===== src/rtl/ibuf_pkg.sv =====
package ibuf_pkg;

  // ========================================
  // Sizes and dispatch limits
  // ========================================
  localparam int VADDR_W     = 32;
  localparam int LINE_W      = 64;
  localparam int PARCELS     = LINE_W / 16;
  localparam int POS_W       = $clog2(PARCELS);
  localparam int IDX_W       = POS_W + 2;          // Covers head and next line, plus overrun
  localparam int DISP_SIZE   = 3;
  localparam int QUEUE_DEPTH = 4;
  localparam int PTR_W       = $clog2(QUEUE_DEPTH);
  localparam int QCNT_W      = PTR_W + 1;
  localparam int USED_W      = $clog2(2 * DISP_SIZE + 1);
  localparam int CNT_W       = 2;

  localparam int ARITH_LIMIT = 2;
  localparam int MEM_LIMIT   = 1;  // Loads and stores together
  localparam int BRU_LIMIT   = 1;

  typedef enum logic [2:0] {
    CAT_ARITH,
    CAT_LD,
    CAT_ST,
    CAT_BR,
    CAT_ILLEGAL
  } inst_cat_t;

  // ========================================
  // Instruction word views
  // ========================================
  typedef struct packed {
    logic [6:0] funct7;
    logic [4:0] rs2;
    logic [4:0] rs1;
    logic [2:0] funct3;
    logic [4:0] rd;
    logic [6:0] opcode;
  } rv32_fields_t;

  typedef struct packed {
    logic [15:0] upper;     // Zero for compressed words
    logic [2:0]  funct3;
    logic [5:0]  mid;       // Bit 12, then rd/rs1
    logic [4:0]  rs2;
    logic [1:0]  quadrant;
  } rvc_fields_t;

  typedef union packed {
    rv32_fields_t rv32;
    rvc_fields_t  rvc;
  } inst_word_u;

  // ========================================
  // Port bundles
  // ========================================
  typedef struct packed {
    logic [VADDR_W-1:0] pc;
    logic [LINE_W-1:0]  data;
  } fetch_line_t;

  typedef struct packed {
    logic               valid;
    inst_word_u         word;
    logic               is_rvc;
    logic [VADDR_W-1:0] pc;
  } slot_t;

  typedef struct packed {
    logic               valid;
    inst_word_u         word;
    logic               is_rvc;
    logic [VADDR_W-1:0] pc;
    inst_cat_t          cat;
  } disp_inst_t;

  typedef struct packed {
    disp_inst_t [DISP_SIZE-1:0] inst;
    logic [CNT_W-1:0]           arith_cnt;
    logic [CNT_W-1:0]           mem_cnt;
    logic [CNT_W-1:0]           bru_cnt;
  } disp_group_t;

endpackage


===== src/rtl/ibuf_disp_select.sv =====
`timescale 1ns/1ps

module ibuf_disp_select (
  input  logic                                      i_flush,
  input  ibuf_pkg::slot_t [ibuf_pkg::DISP_SIZE-1:0] i_slots,
  input  ibuf_pkg::inst_cat_t                       i_cats [ibuf_pkg::DISP_SIZE],
  input  logic                                      i_disp_ready,
  output logic                                      o_disp_valid,
  output ibuf_pkg::disp_group_t                     o_disp_group,
  output logic                                      o_fire,
  output logic [ibuf_pkg::USED_W-1:0]               o_used_parcels
);

  ibuf_pkg::disp_group_t           w_group;
  logic [ibuf_pkg::USED_W-1:0]     w_used;

  // ========================================
  // Group cut
  // ========================================
  always_comb begin
    logic                       stop;
    logic                       take;
    logic [ibuf_pkg::CNT_W-1:0] n_arith;
    logic [ibuf_pkg::CNT_W-1:0] n_mem;
    logic [ibuf_pkg::CNT_W-1:0] n_bru;

    stop    = 1'b0;
    n_arith = '0;
    n_mem   = '0;
    n_bru   = '0;
    w_used  = '0;
    w_group = '0;

    for (int k = 0; k < ibuf_pkg::DISP_SIZE; k++) begin
      take = 1'b0;
      if (!stop && i_slots[k].valid) begin
        case (i_cats[k])
          ibuf_pkg::CAT_ARITH:
            take = (n_arith < ibuf_pkg::CNT_W'(ibuf_pkg::ARITH_LIMIT));
          ibuf_pkg::CAT_LD, ibuf_pkg::CAT_ST:
            take = (n_mem < ibuf_pkg::CNT_W'(ibuf_pkg::MEM_LIMIT));
          ibuf_pkg::CAT_BR:
            take = (n_bru < ibuf_pkg::CNT_W'(ibuf_pkg::BRU_LIMIT));
          default:
            take = (k == 0);  // Illegal only leads a group
        endcase
      end

      if (take) begin
        w_group.inst[k].valid  = 1'b1;
        w_group.inst[k].word   = i_slots[k].word;
        w_group.inst[k].is_rvc = i_slots[k].is_rvc;
        w_group.inst[k].pc     = i_slots[k].pc;
        w_group.inst[k].cat    = i_cats[k];
        w_used = w_used + (i_slots[k].is_rvc ? ibuf_pkg::USED_W'(1) : ibuf_pkg::USED_W'(2));

        case (i_cats[k])
          ibuf_pkg::CAT_ARITH: n_arith = n_arith + ibuf_pkg::CNT_W'(1);
          ibuf_pkg::CAT_LD, ibuf_pkg::CAT_ST: n_mem = n_mem + ibuf_pkg::CNT_W'(1);
          ibuf_pkg::CAT_BR: begin
            n_bru = n_bru + ibuf_pkg::CNT_W'(1);
            stop  = 1'b1;   // Nothing after a branch
          end
          default: stop = 1'b1;
        endcase
      end else begin
        stop = 1'b1;
      end
    end

    w_group.arith_cnt = n_arith;
    w_group.mem_cnt   = n_mem;
    w_group.bru_cnt   = n_bru;
  end

  assign o_disp_group   = w_group;
  assign o_disp_valid   = w_group.inst[0].valid & !i_flush;
  assign o_fire         = o_disp_valid & i_disp_ready;
  assign o_used_parcels = w_used;

endmodule


===== src/rtl/ibuf_inst_classify.sv =====
`timescale 1ns/1ps

module ibuf_inst_classify (
  input  ibuf_pkg::slot_t [ibuf_pkg::DISP_SIZE-1:0] i_slots,
  output ibuf_pkg::inst_cat_t                       o_cats [ibuf_pkg::DISP_SIZE]
);

  always_comb begin
    ibuf_pkg::inst_word_u w;

    for (int k = 0; k < ibuf_pkg::DISP_SIZE; k++) begin
      w = i_slots[k].word;
      if (w.rvc.quadrant == 2'b11) begin
        case (w.rv32.opcode)
          7'b0110011, 7'b0010011: o_cats[k] = ibuf_pkg::CAT_ARITH;  // OP, OP-IMM
          7'b0110111, 7'b0010111: o_cats[k] = ibuf_pkg::CAT_ARITH;  // LUI, AUIPC
          7'b0000011:             o_cats[k] = ibuf_pkg::CAT_LD;
          7'b0100011:             o_cats[k] = ibuf_pkg::CAT_ST;
          7'b1100011, 7'b1101111, 7'b1100111: o_cats[k] = ibuf_pkg::CAT_BR;
          default:                o_cats[k] = ibuf_pkg::CAT_ILLEGAL;
        endcase
      end else begin
        // Compressed, by quadrant then funct3
        o_cats[k] = ibuf_pkg::CAT_ARITH;
        case (w.rvc.quadrant)
          2'b00: begin
            if ({w.rvc.funct3, w.rvc.mid, w.rvc.rs2} == '0) begin
              o_cats[k] = ibuf_pkg::CAT_ILLEGAL;
            end else if (w.rvc.funct3 == 3'b010) begin
              o_cats[k] = ibuf_pkg::CAT_LD;   // C.LW
            end else if (w.rvc.funct3 == 3'b110) begin
              o_cats[k] = ibuf_pkg::CAT_ST;   // C.SW
            end
          end
          2'b01: begin
            if (w.rvc.funct3 inside {3'b001, 3'b101, 3'b110, 3'b111}) begin
              o_cats[k] = ibuf_pkg::CAT_BR;   // C.JAL, C.J, C.BEQZ, C.BNEZ
            end
          end
          default: begin
            if (w.rvc.funct3 == 3'b010) begin
              o_cats[k] = ibuf_pkg::CAT_LD;   // C.LWSP
            end else if (w.rvc.funct3 == 3'b110) begin
              o_cats[k] = ibuf_pkg::CAT_ST;   // C.SWSP
            end else if ((w.rvc.funct3 == 3'b100) && (w.rvc.rs2 == '0) &&
                         (w.rvc.mid[4:0] != '0)) begin
              o_cats[k] = ibuf_pkg::CAT_BR;   // C.JR, C.JALR
            end
          end
        endcase
      end
    end
  end

endmodule


===== src/rtl/ibuf_line_queue.sv =====
`timescale 1ns/1ps

module ibuf_line_queue (
  input  logic                  i_clk,
  input  logic                  i_reset_n,
  input  logic                  i_flush,
  input  logic                  i_push,
  input  ibuf_pkg::fetch_line_t i_line,
  input  logic                  i_pop,
  output logic                  o_full,
  output ibuf_pkg::fetch_line_t o_head,
  output logic                  o_head_valid,
  output ibuf_pkg::fetch_line_t o_next,
  output logic                  o_next_valid
);

  ibuf_pkg::fetch_line_t                 r_lines [ibuf_pkg::QUEUE_DEPTH];
  logic [ibuf_pkg::QUEUE_DEPTH-1:0]      r_valid;
  logic [ibuf_pkg::PTR_W-1:0]            r_inptr;
  logic [ibuf_pkg::PTR_W-1:0]            r_outptr;
  logic [ibuf_pkg::QCNT_W-1:0]           r_count;
  logic [ibuf_pkg::PTR_W-1:0]            w_outptr_p1;

  assign w_outptr_p1 = r_outptr + ibuf_pkg::PTR_W'(1);  // Wraps at depth

  // Line payload
  always_ff @(posedge i_clk) begin
    if (i_push) begin
      r_lines[r_inptr] <= i_line;
    end
  end

  always_ff @(posedge i_clk, negedge i_reset_n) begin
    if (!i_reset_n) begin
      r_valid  <= '0;
      r_inptr  <= '0;
      r_outptr <= '0;
      r_count  <= '0;
    end else if (i_flush) begin
      r_valid  <= '0;
      r_inptr  <= '0;
      r_outptr <= '0;
      r_count  <= '0;
    end else begin
      if (i_pop) begin
        r_valid[r_outptr] <= 1'b0;
        r_outptr          <= w_outptr_p1;
      end
      if (i_push) begin
        r_valid[r_inptr] <= 1'b1;
        r_inptr          <= r_inptr + ibuf_pkg::PTR_W'(1);
      end
      case ({i_push, i_pop})
        2'b10:   r_count <= r_count + ibuf_pkg::QCNT_W'(1);
        2'b01:   r_count <= r_count - ibuf_pkg::QCNT_W'(1);
        default: r_count <= r_count;  // Both or neither
      endcase
    end
  end

  assign o_full       = (r_count == ibuf_pkg::QCNT_W'(ibuf_pkg::QUEUE_DEPTH));
  assign o_head       = r_lines[r_outptr];
  assign o_head_valid = r_valid[r_outptr];
  assign o_next       = r_lines[w_outptr_p1];
  assign o_next_valid = r_valid[w_outptr_p1];

endmodule


===== src/rtl/ibuf_parcel_extract.sv =====
`timescale 1ns/1ps

module ibuf_parcel_extract (
  input  logic                                          i_clk,
  input  logic                                          i_reset_n,
  input  logic                                          i_flush,
  input  ibuf_pkg::fetch_line_t                         i_head,
  input  logic                                          i_head_valid,
  input  ibuf_pkg::fetch_line_t                         i_next,
  input  logic                                          i_next_valid,
  input  logic                                          i_fire,
  input  logic [ibuf_pkg::USED_W-1:0]                   i_used_parcels,
  output ibuf_pkg::slot_t [ibuf_pkg::DISP_SIZE-1:0]     o_slots,
  output logic                                          o_pop
);

  logic [ibuf_pkg::POS_W-1:0]   r_pos;       // Offset past the PC start parcel
  logic [ibuf_pkg::IDX_W-1:0]   w_start;
  logic [ibuf_pkg::IDX_W-1:0]   w_end;
  logic [ibuf_pkg::VADDR_W-1:0] w_base_pc;

  assign w_start   = ibuf_pkg::IDX_W'(r_pos) +
                     ibuf_pkg::IDX_W'(i_head.pc[ibuf_pkg::POS_W:1]);
  assign w_end     = w_start + ibuf_pkg::IDX_W'(i_used_parcels);
  assign w_base_pc = {i_head.pc[ibuf_pkg::VADDR_W-1:ibuf_pkg::POS_W+1],
                      {(ibuf_pkg::POS_W+1){1'b0}}};

  // Head line is done once the walk reaches the next line
  assign o_pop = i_fire & (|w_end[ibuf_pkg::IDX_W-1:ibuf_pkg::POS_W]);

  always_ff @(posedge i_clk, negedge i_reset_n) begin
    if (!i_reset_n) begin
      r_pos <= '0;
    end else if (i_flush) begin
      r_pos <= '0;
    end else if (o_pop) begin
      r_pos <= w_end[ibuf_pkg::POS_W-1:0];  // Excess carries over
    end else if (i_fire) begin
      r_pos <= r_pos + i_used_parcels[ibuf_pkg::POS_W-1:0];
    end
  end

  // ========================================
  // Parcel walk
  // ========================================
  always_comb begin
    logic [ibuf_pkg::IDX_W-1:0] p0;
    logic [ibuf_pkg::IDX_W-1:0] p1;
    logic [15:0]                lo;
    logic [15:0]                hi;
    logic                       lo_ok;
    logic                       hi_ok;
    logic                       rvc;

    p0 = w_start;
    for (int k = 0; k < ibuf_pkg::DISP_SIZE; k++) begin
      p1 = p0 + ibuf_pkg::IDX_W'(1);

      // Top index bit set means beyond the next line
      lo_ok = !p0[ibuf_pkg::POS_W+1] & (p0[ibuf_pkg::POS_W] ? i_next_valid : i_head_valid);
      hi_ok = !p1[ibuf_pkg::POS_W+1] & (p1[ibuf_pkg::POS_W] ? i_next_valid : i_head_valid);
      lo    = p0[ibuf_pkg::POS_W] ? i_next.data[{p0[ibuf_pkg::POS_W-1:0], 4'h0} +: 16] :
                                    i_head.data[{p0[ibuf_pkg::POS_W-1:0], 4'h0} +: 16];
      hi    = p1[ibuf_pkg::POS_W] ? i_next.data[{p1[ibuf_pkg::POS_W-1:0], 4'h0} +: 16] :
                                    i_head.data[{p1[ibuf_pkg::POS_W-1:0], 4'h0} +: 16];
      rvc   = (lo[1:0] != 2'b11);

      o_slots[k].valid  = lo_ok & (rvc | hi_ok);
      o_slots[k].is_rvc = rvc;
      o_slots[k].word   = rvc ? {16'h0000, lo} : {hi, lo};
      o_slots[k].pc     = w_base_pc + ibuf_pkg::VADDR_W'({p0, 1'b0});

      p0 = rvc ? p1 : p0 + ibuf_pkg::IDX_W'(2);
    end
  end

endmodule


===== src/rtl/inst_buffer.sv =====
`timescale 1ns/1ps

module inst_buffer (
  input  logic                  i_clk,
  input  logic                  i_reset_n,
  input  logic                  i_flush,
  input  logic                  i_fetch_valid,
  input  ibuf_pkg::fetch_line_t i_fetch_line,
  output logic                  o_fetch_ready,
  output logic                  o_disp_valid,
  output ibuf_pkg::disp_group_t o_disp_group,
  input  logic                  i_disp_ready
);

  logic                                      w_full;
  logic                                      w_push;
  logic                                      w_pop;
  logic                                      w_fire;
  ibuf_pkg::fetch_line_t                     w_head;
  logic                                      w_head_valid;
  ibuf_pkg::fetch_line_t                     w_next;
  logic                                      w_next_valid;
  ibuf_pkg::slot_t [ibuf_pkg::DISP_SIZE-1:0] w_slots;
  ibuf_pkg::inst_cat_t                       w_cats [ibuf_pkg::DISP_SIZE];
  logic [ibuf_pkg::USED_W-1:0]               w_used_parcels;

  assign o_fetch_ready = !w_full;
  assign w_push        = i_fetch_valid & !w_full;

  ibuf_line_queue u_queue (
    .i_clk        (i_clk),
    .i_reset_n    (i_reset_n),
    .i_flush      (i_flush),
    .i_push       (w_push),
    .i_line       (i_fetch_line),
    .i_pop        (w_pop),
    .o_full       (w_full),
    .o_head       (w_head),
    .o_head_valid (w_head_valid),
    .o_next       (w_next),
    .o_next_valid (w_next_valid)
  );

  ibuf_parcel_extract u_extract (
    .i_clk          (i_clk),
    .i_reset_n      (i_reset_n),
    .i_flush        (i_flush),
    .i_head         (w_head),
    .i_head_valid   (w_head_valid),
    .i_next         (w_next),
    .i_next_valid   (w_next_valid),
    .i_fire         (w_fire),
    .i_used_parcels (w_used_parcels),
    .o_slots        (w_slots),
    .o_pop          (w_pop)
  );

  ibuf_inst_classify u_classify (
    .i_slots (w_slots),
    .o_cats  (w_cats)
  );

  ibuf_disp_select u_select (
    .i_flush        (i_flush),
    .i_slots        (w_slots),
    .i_cats         (w_cats),
    .i_disp_ready   (i_disp_ready),
    .o_disp_valid   (o_disp_valid),
    .o_disp_group   (o_disp_group),
    .o_fire         (w_fire),
    .o_used_parcels (w_used_parcels)
  );

endmodule


===== config.mk =====
export PLATFORM = sky130hd
export DESIGN_NAME = inst_buffer
export DESIGN_NICKNAME = d
export VERILOG_FILES = /design/src/rtl/ibuf_pkg.sv /design/src/rtl/ibuf_disp_select.sv /design/src/rtl/ibuf_inst_classify.sv /design/src/rtl/ibuf_line_queue.sv /design/src/rtl/ibuf_parcel_extract.sv /design/src/rtl/inst_buffer.sv
export SDC_FILE = /design/constraint.sdc
export NUM_CORES = 1
export LEC_CHECK = 0
export BUFFER_PORTS_ARGS = -buffer_cell sky130_fd_sc_hd__buf_2
export CAP_MARGIN = 25
export CORE_ASPECT_RATIO = 1.75
export CORE_UTILIZATION = 45
export DETAILED_ROUTE_END_ITERATION = 6
export PLACE_DENSITY = 0.71
export SYNTH_ARGS = -nofsm -noshare
export SYNTH_HDL_FRONTEND = slang
export SYNTH_SLANG_ARGS = --single-unit

===== constraint.sdc =====
create_clock -name i_clk -period 16.4 [get_ports i_clk]
set_input_delay 0 -clock i_clk [delete_from_list [all_inputs] [get_ports i_clk]]
set_output_delay 0 -clock i_clk [all_outputs]
set_load 0.01 [all_outputs]

Yosys cells after proc, flatten, opt, wreduce, memory -nomap -nowiden --
Memory sizes are Yosys's and may differ from the RTL's. Cells that the tools add are included.
Operators by class: reductions and logical operators 54, equal/unequal tests 66, magnitude comparators 11, bitwise gates (word level) 19, multipliers 0, divide/modulo/power cells 0, add/subtract/negate cells 23, shift operators 12, mux-type cells 106
Operators with widths (number):
- $shiftx A64 B7 Y16 | 12
- $mux W69 | 3
- $add A32 B5 Y32 | 3
- $mux W16 | 6
- $mux W32 | 3
- $mux W2 | 34
- $eq A7 B6 Y1 const B | 9
- $eq A7 B7 Y1 const B | 9
- $mux W3 | 19
- $eq A7 B5 Y1 const B | 6
- $logic_not A14 Y1 | 3
- $eq A3 B3 Y1 const B | 13
- $pmux W3 S4 | 3
- $eq A3 B2 Y1 const B | 9
- $mux W4 | 6
- $pmux W3 S2 | 4
- $mux W1 | 22
- $eq A7 B2 Y1 const B | 3
- $eq A3 B1 Y1 const B | 6
- $add A2 B1 Y2 const B | 8
- $logic_not A5 Y1 | 3
- $reduce_bool A5 Y1 | 3
- $reduce_or A3 Y1 | 5
- $and A1 B1 Y1 | 13
- 32 further kinds | 86
Word-level totals: bits of input ports 101, memory bits (writable) 384, memory bits (read-only) 0, bits in latches 0, memories kept 1, bits in registers 13
Memories:
- u_queue.r_lines | depth 4, bits a word 96, rd ports 2, clocked after Yosys merged registers in 0, wr ports 1, line ibuf_line_queue.sv:17 | ibuf_pkg::fetch_line_t r_lines [ibuf_pkg::QUEUE_DEPTH];

Longest topological paths before layout --
An unclocked memory read counts as a cell.
depth in word-level cells 35, gate-level depth with buffers 54, depth with buffers taken out 38

Hierarchy --
Synthesis repeated with hierarchy kept, for this count alone.
Unflattened totals: cell total of the unflattened synthesis 2089, area total of the unflattened synthesis 28437.3 µm²
Modules (own cells, without submodules):
- ibuf_line_queue | times used 1, cells an instance 685, area each 16873.7 µm²
- ibuf_parcel_extract | times used 1, cells an instance 991, area each 8936.1 µm²
- ibuf_disp_select | times used 1, cells an instance 308, area each 2030.7 µm²
- ibuf_inst_classify | times used 1, cells an instance 103, area each 586.8 µm²
- inst_buffer | times used 1, cells an instance 2, area each 10.0 µm²

Least setup slack after synthesis --
Ideal clock, no wire load.
path kind reg2reg, start point register u_queue.r_outptr[0] (netlist name), end point register u_queue.r_count[2] (netlist name), path buffers 20, clock period less this slack 13229 ps, arrival 13097 ps, cell stages (with the launch flop) 52, slack 3171 ps, required time 16268 ps, path through dfrtp_1 buf_6 buf_4 buf_2 buf_6 buf_4 buf_4 buf_4 buf_4 buf_2 buf_2 buf_1 mux4_2 ha_1 fa_1 clkbuf_1 nand3b_1 o22ai_2 (+16 left out) o221ai_1 a2111o_1 nor2_2 o21ai_0 a2bb2oi_2 xor2_1 and2_4 o31ai_4 mux2_2 ha_1 fa_1 or2_2 a21oi_1 nor4_1 fa_1 mux2_2 xnor2_1 nor2_1
On the way: cells in the longest elaborated chain, start to end 32
RTL lines:
- start: declaration | line ibuf_line_queue.sv:20 | logic [ibuf_pkg::PTR_W-1:0] r_outptr;
- start signal: assignment | line ibuf_line_queue.sv:47 | r_outptr <= w_outptr_p1;
- $mem_v2 Z4 W96 / $add A2 B1 Y2 (equally long branches)
- $add A2 B2 Y3 / $mem_v2 Z4 W96 (equally long branches)
- $shiftx A64 B7 Y16, on equally long branches | line ibuf_parcel_extract.sv:63, ibuf_parcel_extract.sv:62
- $mux W16 | line ibuf_parcel_extract.sv:62 | lo = p0[ibuf_pkg::POS_W] ? i_next.data[{p0[ibuf_pkg::POS_W-1:0], 4'h0} +: 16] :
- $ne A2 B2 Y1 | line ibuf_parcel_extract.sv:66 | rvc = (lo[1:0] != 2'b11);
- $mux W4 | line ibuf_parcel_extract.sv:73 | p0 = rvc ? p1 : p0 + ibuf_pkg::IDX_W'(2);
- $shiftx A64 B7 Y16, on equally long branches | line ibuf_parcel_extract.sv:63, ibuf_parcel_extract.sv:62
- $mux W16 | line ibuf_parcel_extract.sv:62
- (+16 left out)
- $mux W1 | line ibuf_disp_select.sv:36 | if (!stop && i_slots[k].valid) begin
- $mux W3 | line ibuf_disp_select.sv:49 | if (take) begin
- $add A4 B3 Y4 | line ibuf_parcel_extract.sv:24 | assign w_end = w_start + ibuf_pkg::IDX_W'(i_used_parcels);
- $reduce_or A2 Y1 | line ibuf_parcel_extract.sv:29 | assign o_pop = i_fire & (|w_end[ibuf_pkg::IDX_W-1:ibuf_pkg::POS_W]);
- $and A1 B1 Y1 (*) | line ibuf_parcel_extract.sv:29
- $eq A2 B1 Y1 / $eq A2 B2 Y1 (equally long branches) | line ibuf_line_queue.sv:53 | case ({i_push, i_pop})
- $pmux W3 S2 | line ibuf_line_queue.sv:53
- $mux W3 | line ibuf_line_queue.sv:39 | end else if (i_flush) begin
- end signal: assignment | line ibuf_line_queue.sv:54 | 2'b10: r_count <= r_count + ibuf_pkg::QCNT_W'(1);
- end signal: assignment | line ibuf_line_queue.sv:55 | 2'b01: r_count <= r_count - ibuf_pkg::QCNT_W'(1);
- end signal: assignment | line ibuf_line_queue.sv:56 | default: r_count <= r_count;
- end: declaration | line ibuf_line_queue.sv:21 | logic [ibuf_pkg::QCNT_W-1:0] r_count;
Mark *: on every way between the ends. The rest lies on a longest branch, timed or not. The select of a mux whose other input is x is not followed. A chain may end at the register's enable or synchronous reset.

Worst setup path in the final report --
Same ends and word-level chain as after synthesis.

==> results.txt <==
Outcome: complete, but fails checks
Failing checks: DRC
Unique masters post-synth: 100
Fillers: 5399
Starting DRT DRC Count: 2689
Post-synthesis sequential area ratio: 40.9%
HPWL Detailed: 76.9 mm
Peak Freq: 75.3 MHz
Core Region: 63200 um^2
CP max stage delay: 800 ps
Fin util: 52.6%
Dpl ws: 3520 ps
Worst-skew pair later-pin latency: 580 ps
Drt total wl: 109 mm
Clock-pin slew on the worst setup and hold paths: 60 ps
Worst setup EP type: flop
Crit Path Max Fanout: 55
Syn Std Cell Area: 28700 um^2
Critical Path RT: 16830 ps
Initial antenna violation count: 2
Share of flip-flops with an asynchronous set or reset: 3.31%
Post-route DRC: 30
H-tree depth: 2
FF-to-FF setup slack: 3130 ps
Post-route ant nets: 0
Pleak: 0.0120 uW
Synth Register Bits: 393
Setup ws final: 3130 ps
Worst EP arrival: 13710 ps
Main synth FF type: edfxtp_1
Global-route wire length before repair: 159 mm
Synth-to-Final Area Change: 15.8%
Setup TNS Final: 0 ps
Post-Syn Instances: 2390
Layout cells sized above 1: 29.4%
TritonCTS Buffers: 38
Syn Area/Cell: 12.0 um^2
Setup violators final: 0
Post-DR vias/cell: 6.75
Root buffer cell: clkbuf_16
Worst-margin pin slew: 1160 ps
Sink Count: 393
Die area: 64800 um^2
Max Cap Viol: 0
Max clock buf depth: 3
Max-slew headroom: 22.2%
TritonCTS clock tree: yes
Placed Area: 30900 um^2
Startpoint types: flop
Slew Viols, Final: 0
YS warnings: 0
CP bufs+invs: 4
Gr ovfl total: 0
Cell Rows: 122
Critical path type: flop to flop
Fin. Hold Viols: 0
Tcrit/Tclk final: 80.9%
RSZ-0062 raised after global routing: no
Post-Layout Inst Area: 33200 um^2
Post-synth EDFFs: 380
CP top delay family: compound AO/OA/AOI/OAI gates
Initial Utilization: 45.4%
Pre-antenna DRT Iters: 7
Buffers on Ports: 309
I/O pins: 316
Chip width: 193 um
Number of gates resized after CTS: 0
Setup Fix Bufs, Post-CTS: 0
Number of global-route vias before repair: 24.2k
Pwr Total: 5200 uW
Pwr/cell area: 156 nW/um^2
Worst Hold Class: primary input to flop
Routed len/inst: 30.8 um
GPL Wtd Cong: 1.08
Post-Route Skew: 29.2 ps
CP max-delay cell: dfrtp_4
Final nets: 2858
Vias: 24.0k
Largest net degree at the start of global routing: 64
Min Clock Period, post-route: 13270 ps
VDD IR-drop max: 0.133 mV
Tot GR Track Use: 33.8%
Die Ht: 336 um
-- sequential cells by signal (all words and copies together) (netlist names) --
register and cells:
u_queue.r_inptr 2, u_queue.r_valid 4, u_queue.r_outptr 2, u_queue.r_lines 380, u_extract.r_pos 2, u_queue.r_count 3
-- power breakdown --
group | internal, uW | switching (uW)
logic | 1170 | 1910
registers | 1160 | 21.0
clock network | 553 | 394
total | 2880 | 2320
-- final cells by class --
| class | count | area (um^2) | area share [%] |
|---|---|---|---|
| Sequential cell | 393 | 11700 | 35.3 |
| Antenna cell | 2 | 5.00 | 0.0151 |
| Tap cell | 806 | 1010 | 3.03 |
| Clock buffer | 46 | 1000 | 3.02 |
| Timing Repair Buffer | 465 | 2970 | 8.93 |
| Multi-Input combinational cell | 1774 | 16000 | 48.2 |
| Inverter | 45 | 173 | 0.520 |
| Clock inverter | 21 | 324 | 0.975 |
-- kinds of logic (layout without fill, tap and decap cells) --
family                   count (synthesis)  in the layout  share of synthesized area (%)
other                                    1              7                         0.0131
adder cells (fa/ha/maj)                 40             40                           1.93
AO/OA/AOI/OAI                          342            342                           8.31
AND/OR/NAND/NOR                        815            815                           12.9
flip-flops                             393            393                           40.9
XOR/XNOR                                98             98                           3.06
multiplexers                           474            474                           29.0
buffers and inverters                  227            577                           3.82
-- worst min-delay path: cells and delay by family --
family | cells | cell delay [ps]
XOR/XNOR | 1 | 190
buffers and inverters | 1 | 130
AND/OR/NAND/NOR | 2 | 270
-- what timing repair did --
item | in CTS | in global routing
endpoints found under the setup margin | 0 | 0
endpoints found under the hold margin | 406 | 0
hold buffers | 99 | 0
-- placed cells by master (no fill, tap or decap), types with 41 or more instances in the layout --
| cell | synthesis | routed |
|---|---|---|
| edfxtp_1 | 380 | 380 |
| buf_2 | 31 | 309 |
| nor2_1 | 296 | 296 |
| mux4_2 | 282 | 282 |
| nand2_1 | 246 | 246 |
| mux2i_1 | 158 | 156 |
| dlygate4sd3_1 | 0 | 99 |
| a21oi_1 | 89 | 89 |
| o21ai_0 | 65 | 65 |
| buf_4 | 29 | 55 |
| nor3_1 | 52 | 52 |
| xnor2_1 | 55 | 52 |
| nand3_1 | 46 | 46 |
| xor2_1 | 42 | 41 |
-- routing by layer --
metal | up-vias | track usage (%) | wire length (um)
met4 | 2 | 27.9 | 10200
met1 | 12000 | 36.4 | 35100
li1 | 9976 | - | -
met3 | 435 | 7.13 | 9790
met5 | - | 0 | 12
met2 | 1582 | 56.4 | 54200
-- cells in the mapped netlist (9+ instances only) --
cell type | n | share of area, %
o211ai_1 | 18 | 0.47
mux2_2 | 32 | 1.3
dfrtp_1 | 13 | 1.1
mux2i_1 | 158 | 5.5
or4_1 | 10 | 0.26
nand2_1 | 246 | 3.2
ha_1 | 33 | 1.4
buf_6 | 11 | 0.43
nor4_1 | 21 | 0.46
and2_1 | 23 | 0.50
inv_1 | 36 | 0.47
buf_2 | 31 | 0.54
nand4_1 | 10 | 0.22
nand2b_1 | 9 | 0.20
xor2_1 | 42 | 1.3
o22ai_1 | 25 | 0.54
mux4_2 | 282 | 22
a211oi_1 | 9 | 0.24
clkbuf_1 | 79 | 1.0
buf_4 | 29 | 0.76
nor2_1 | 296 | 3.9
nor2b_1 | 14 | 0.31
a31oi_1 | 13 | 0.28
nor2_2 | 13 | 0.28
buf_1 | 31 | 0.41
nor3_1 | 52 | 0.91
o221ai_1 | 11 | 0.34
o2111ai_1 | 9 | 0.27
edfxtp_1 | 380 | 40
xnor2_1 | 55 | 1.7
a21oi_1 | 89 | 1.6
and3_1 | 27 | 0.59
or3_1 | 11 | 0.24
nand3_1 | 46 | 0.80
o21ai_0 | 65 | 1.1
-- through the flow --
| step | instances | hold WS (ps) |
|---|---|---|
| after floorplan | 2394 | -296 |
| after global placement | 3379 | -94.2 |
| after detailed placement | 3379 | -91.0 |
| after CTS | 3545 | 46.0 |
| after global routing | 3551 | 125 |
| final | 3552 | 66.6 |
-- worst paths after layout --
kind	startpoint	to	cells after the start
setup / recovery	u_queue.r_outptr[0]	u_queue.r_count[2]	36
max in group asynchronous	i_reset_n	u_queue.r_outptr[0]	3
hold reg to reg	u_queue.r_valid[2]	u_queue.r_valid[2]	2
hold / removal	i_fetch_valid	u_queue.r_inptr[0]	4
min in group asynchronous	i_reset_n	u_queue.r_inptr[0]	3
setup reg to reg	u_queue.r_outptr[0]	u_queue.r_count[2]	36
No activity file was read; power rests on OpenSTA's default activity.
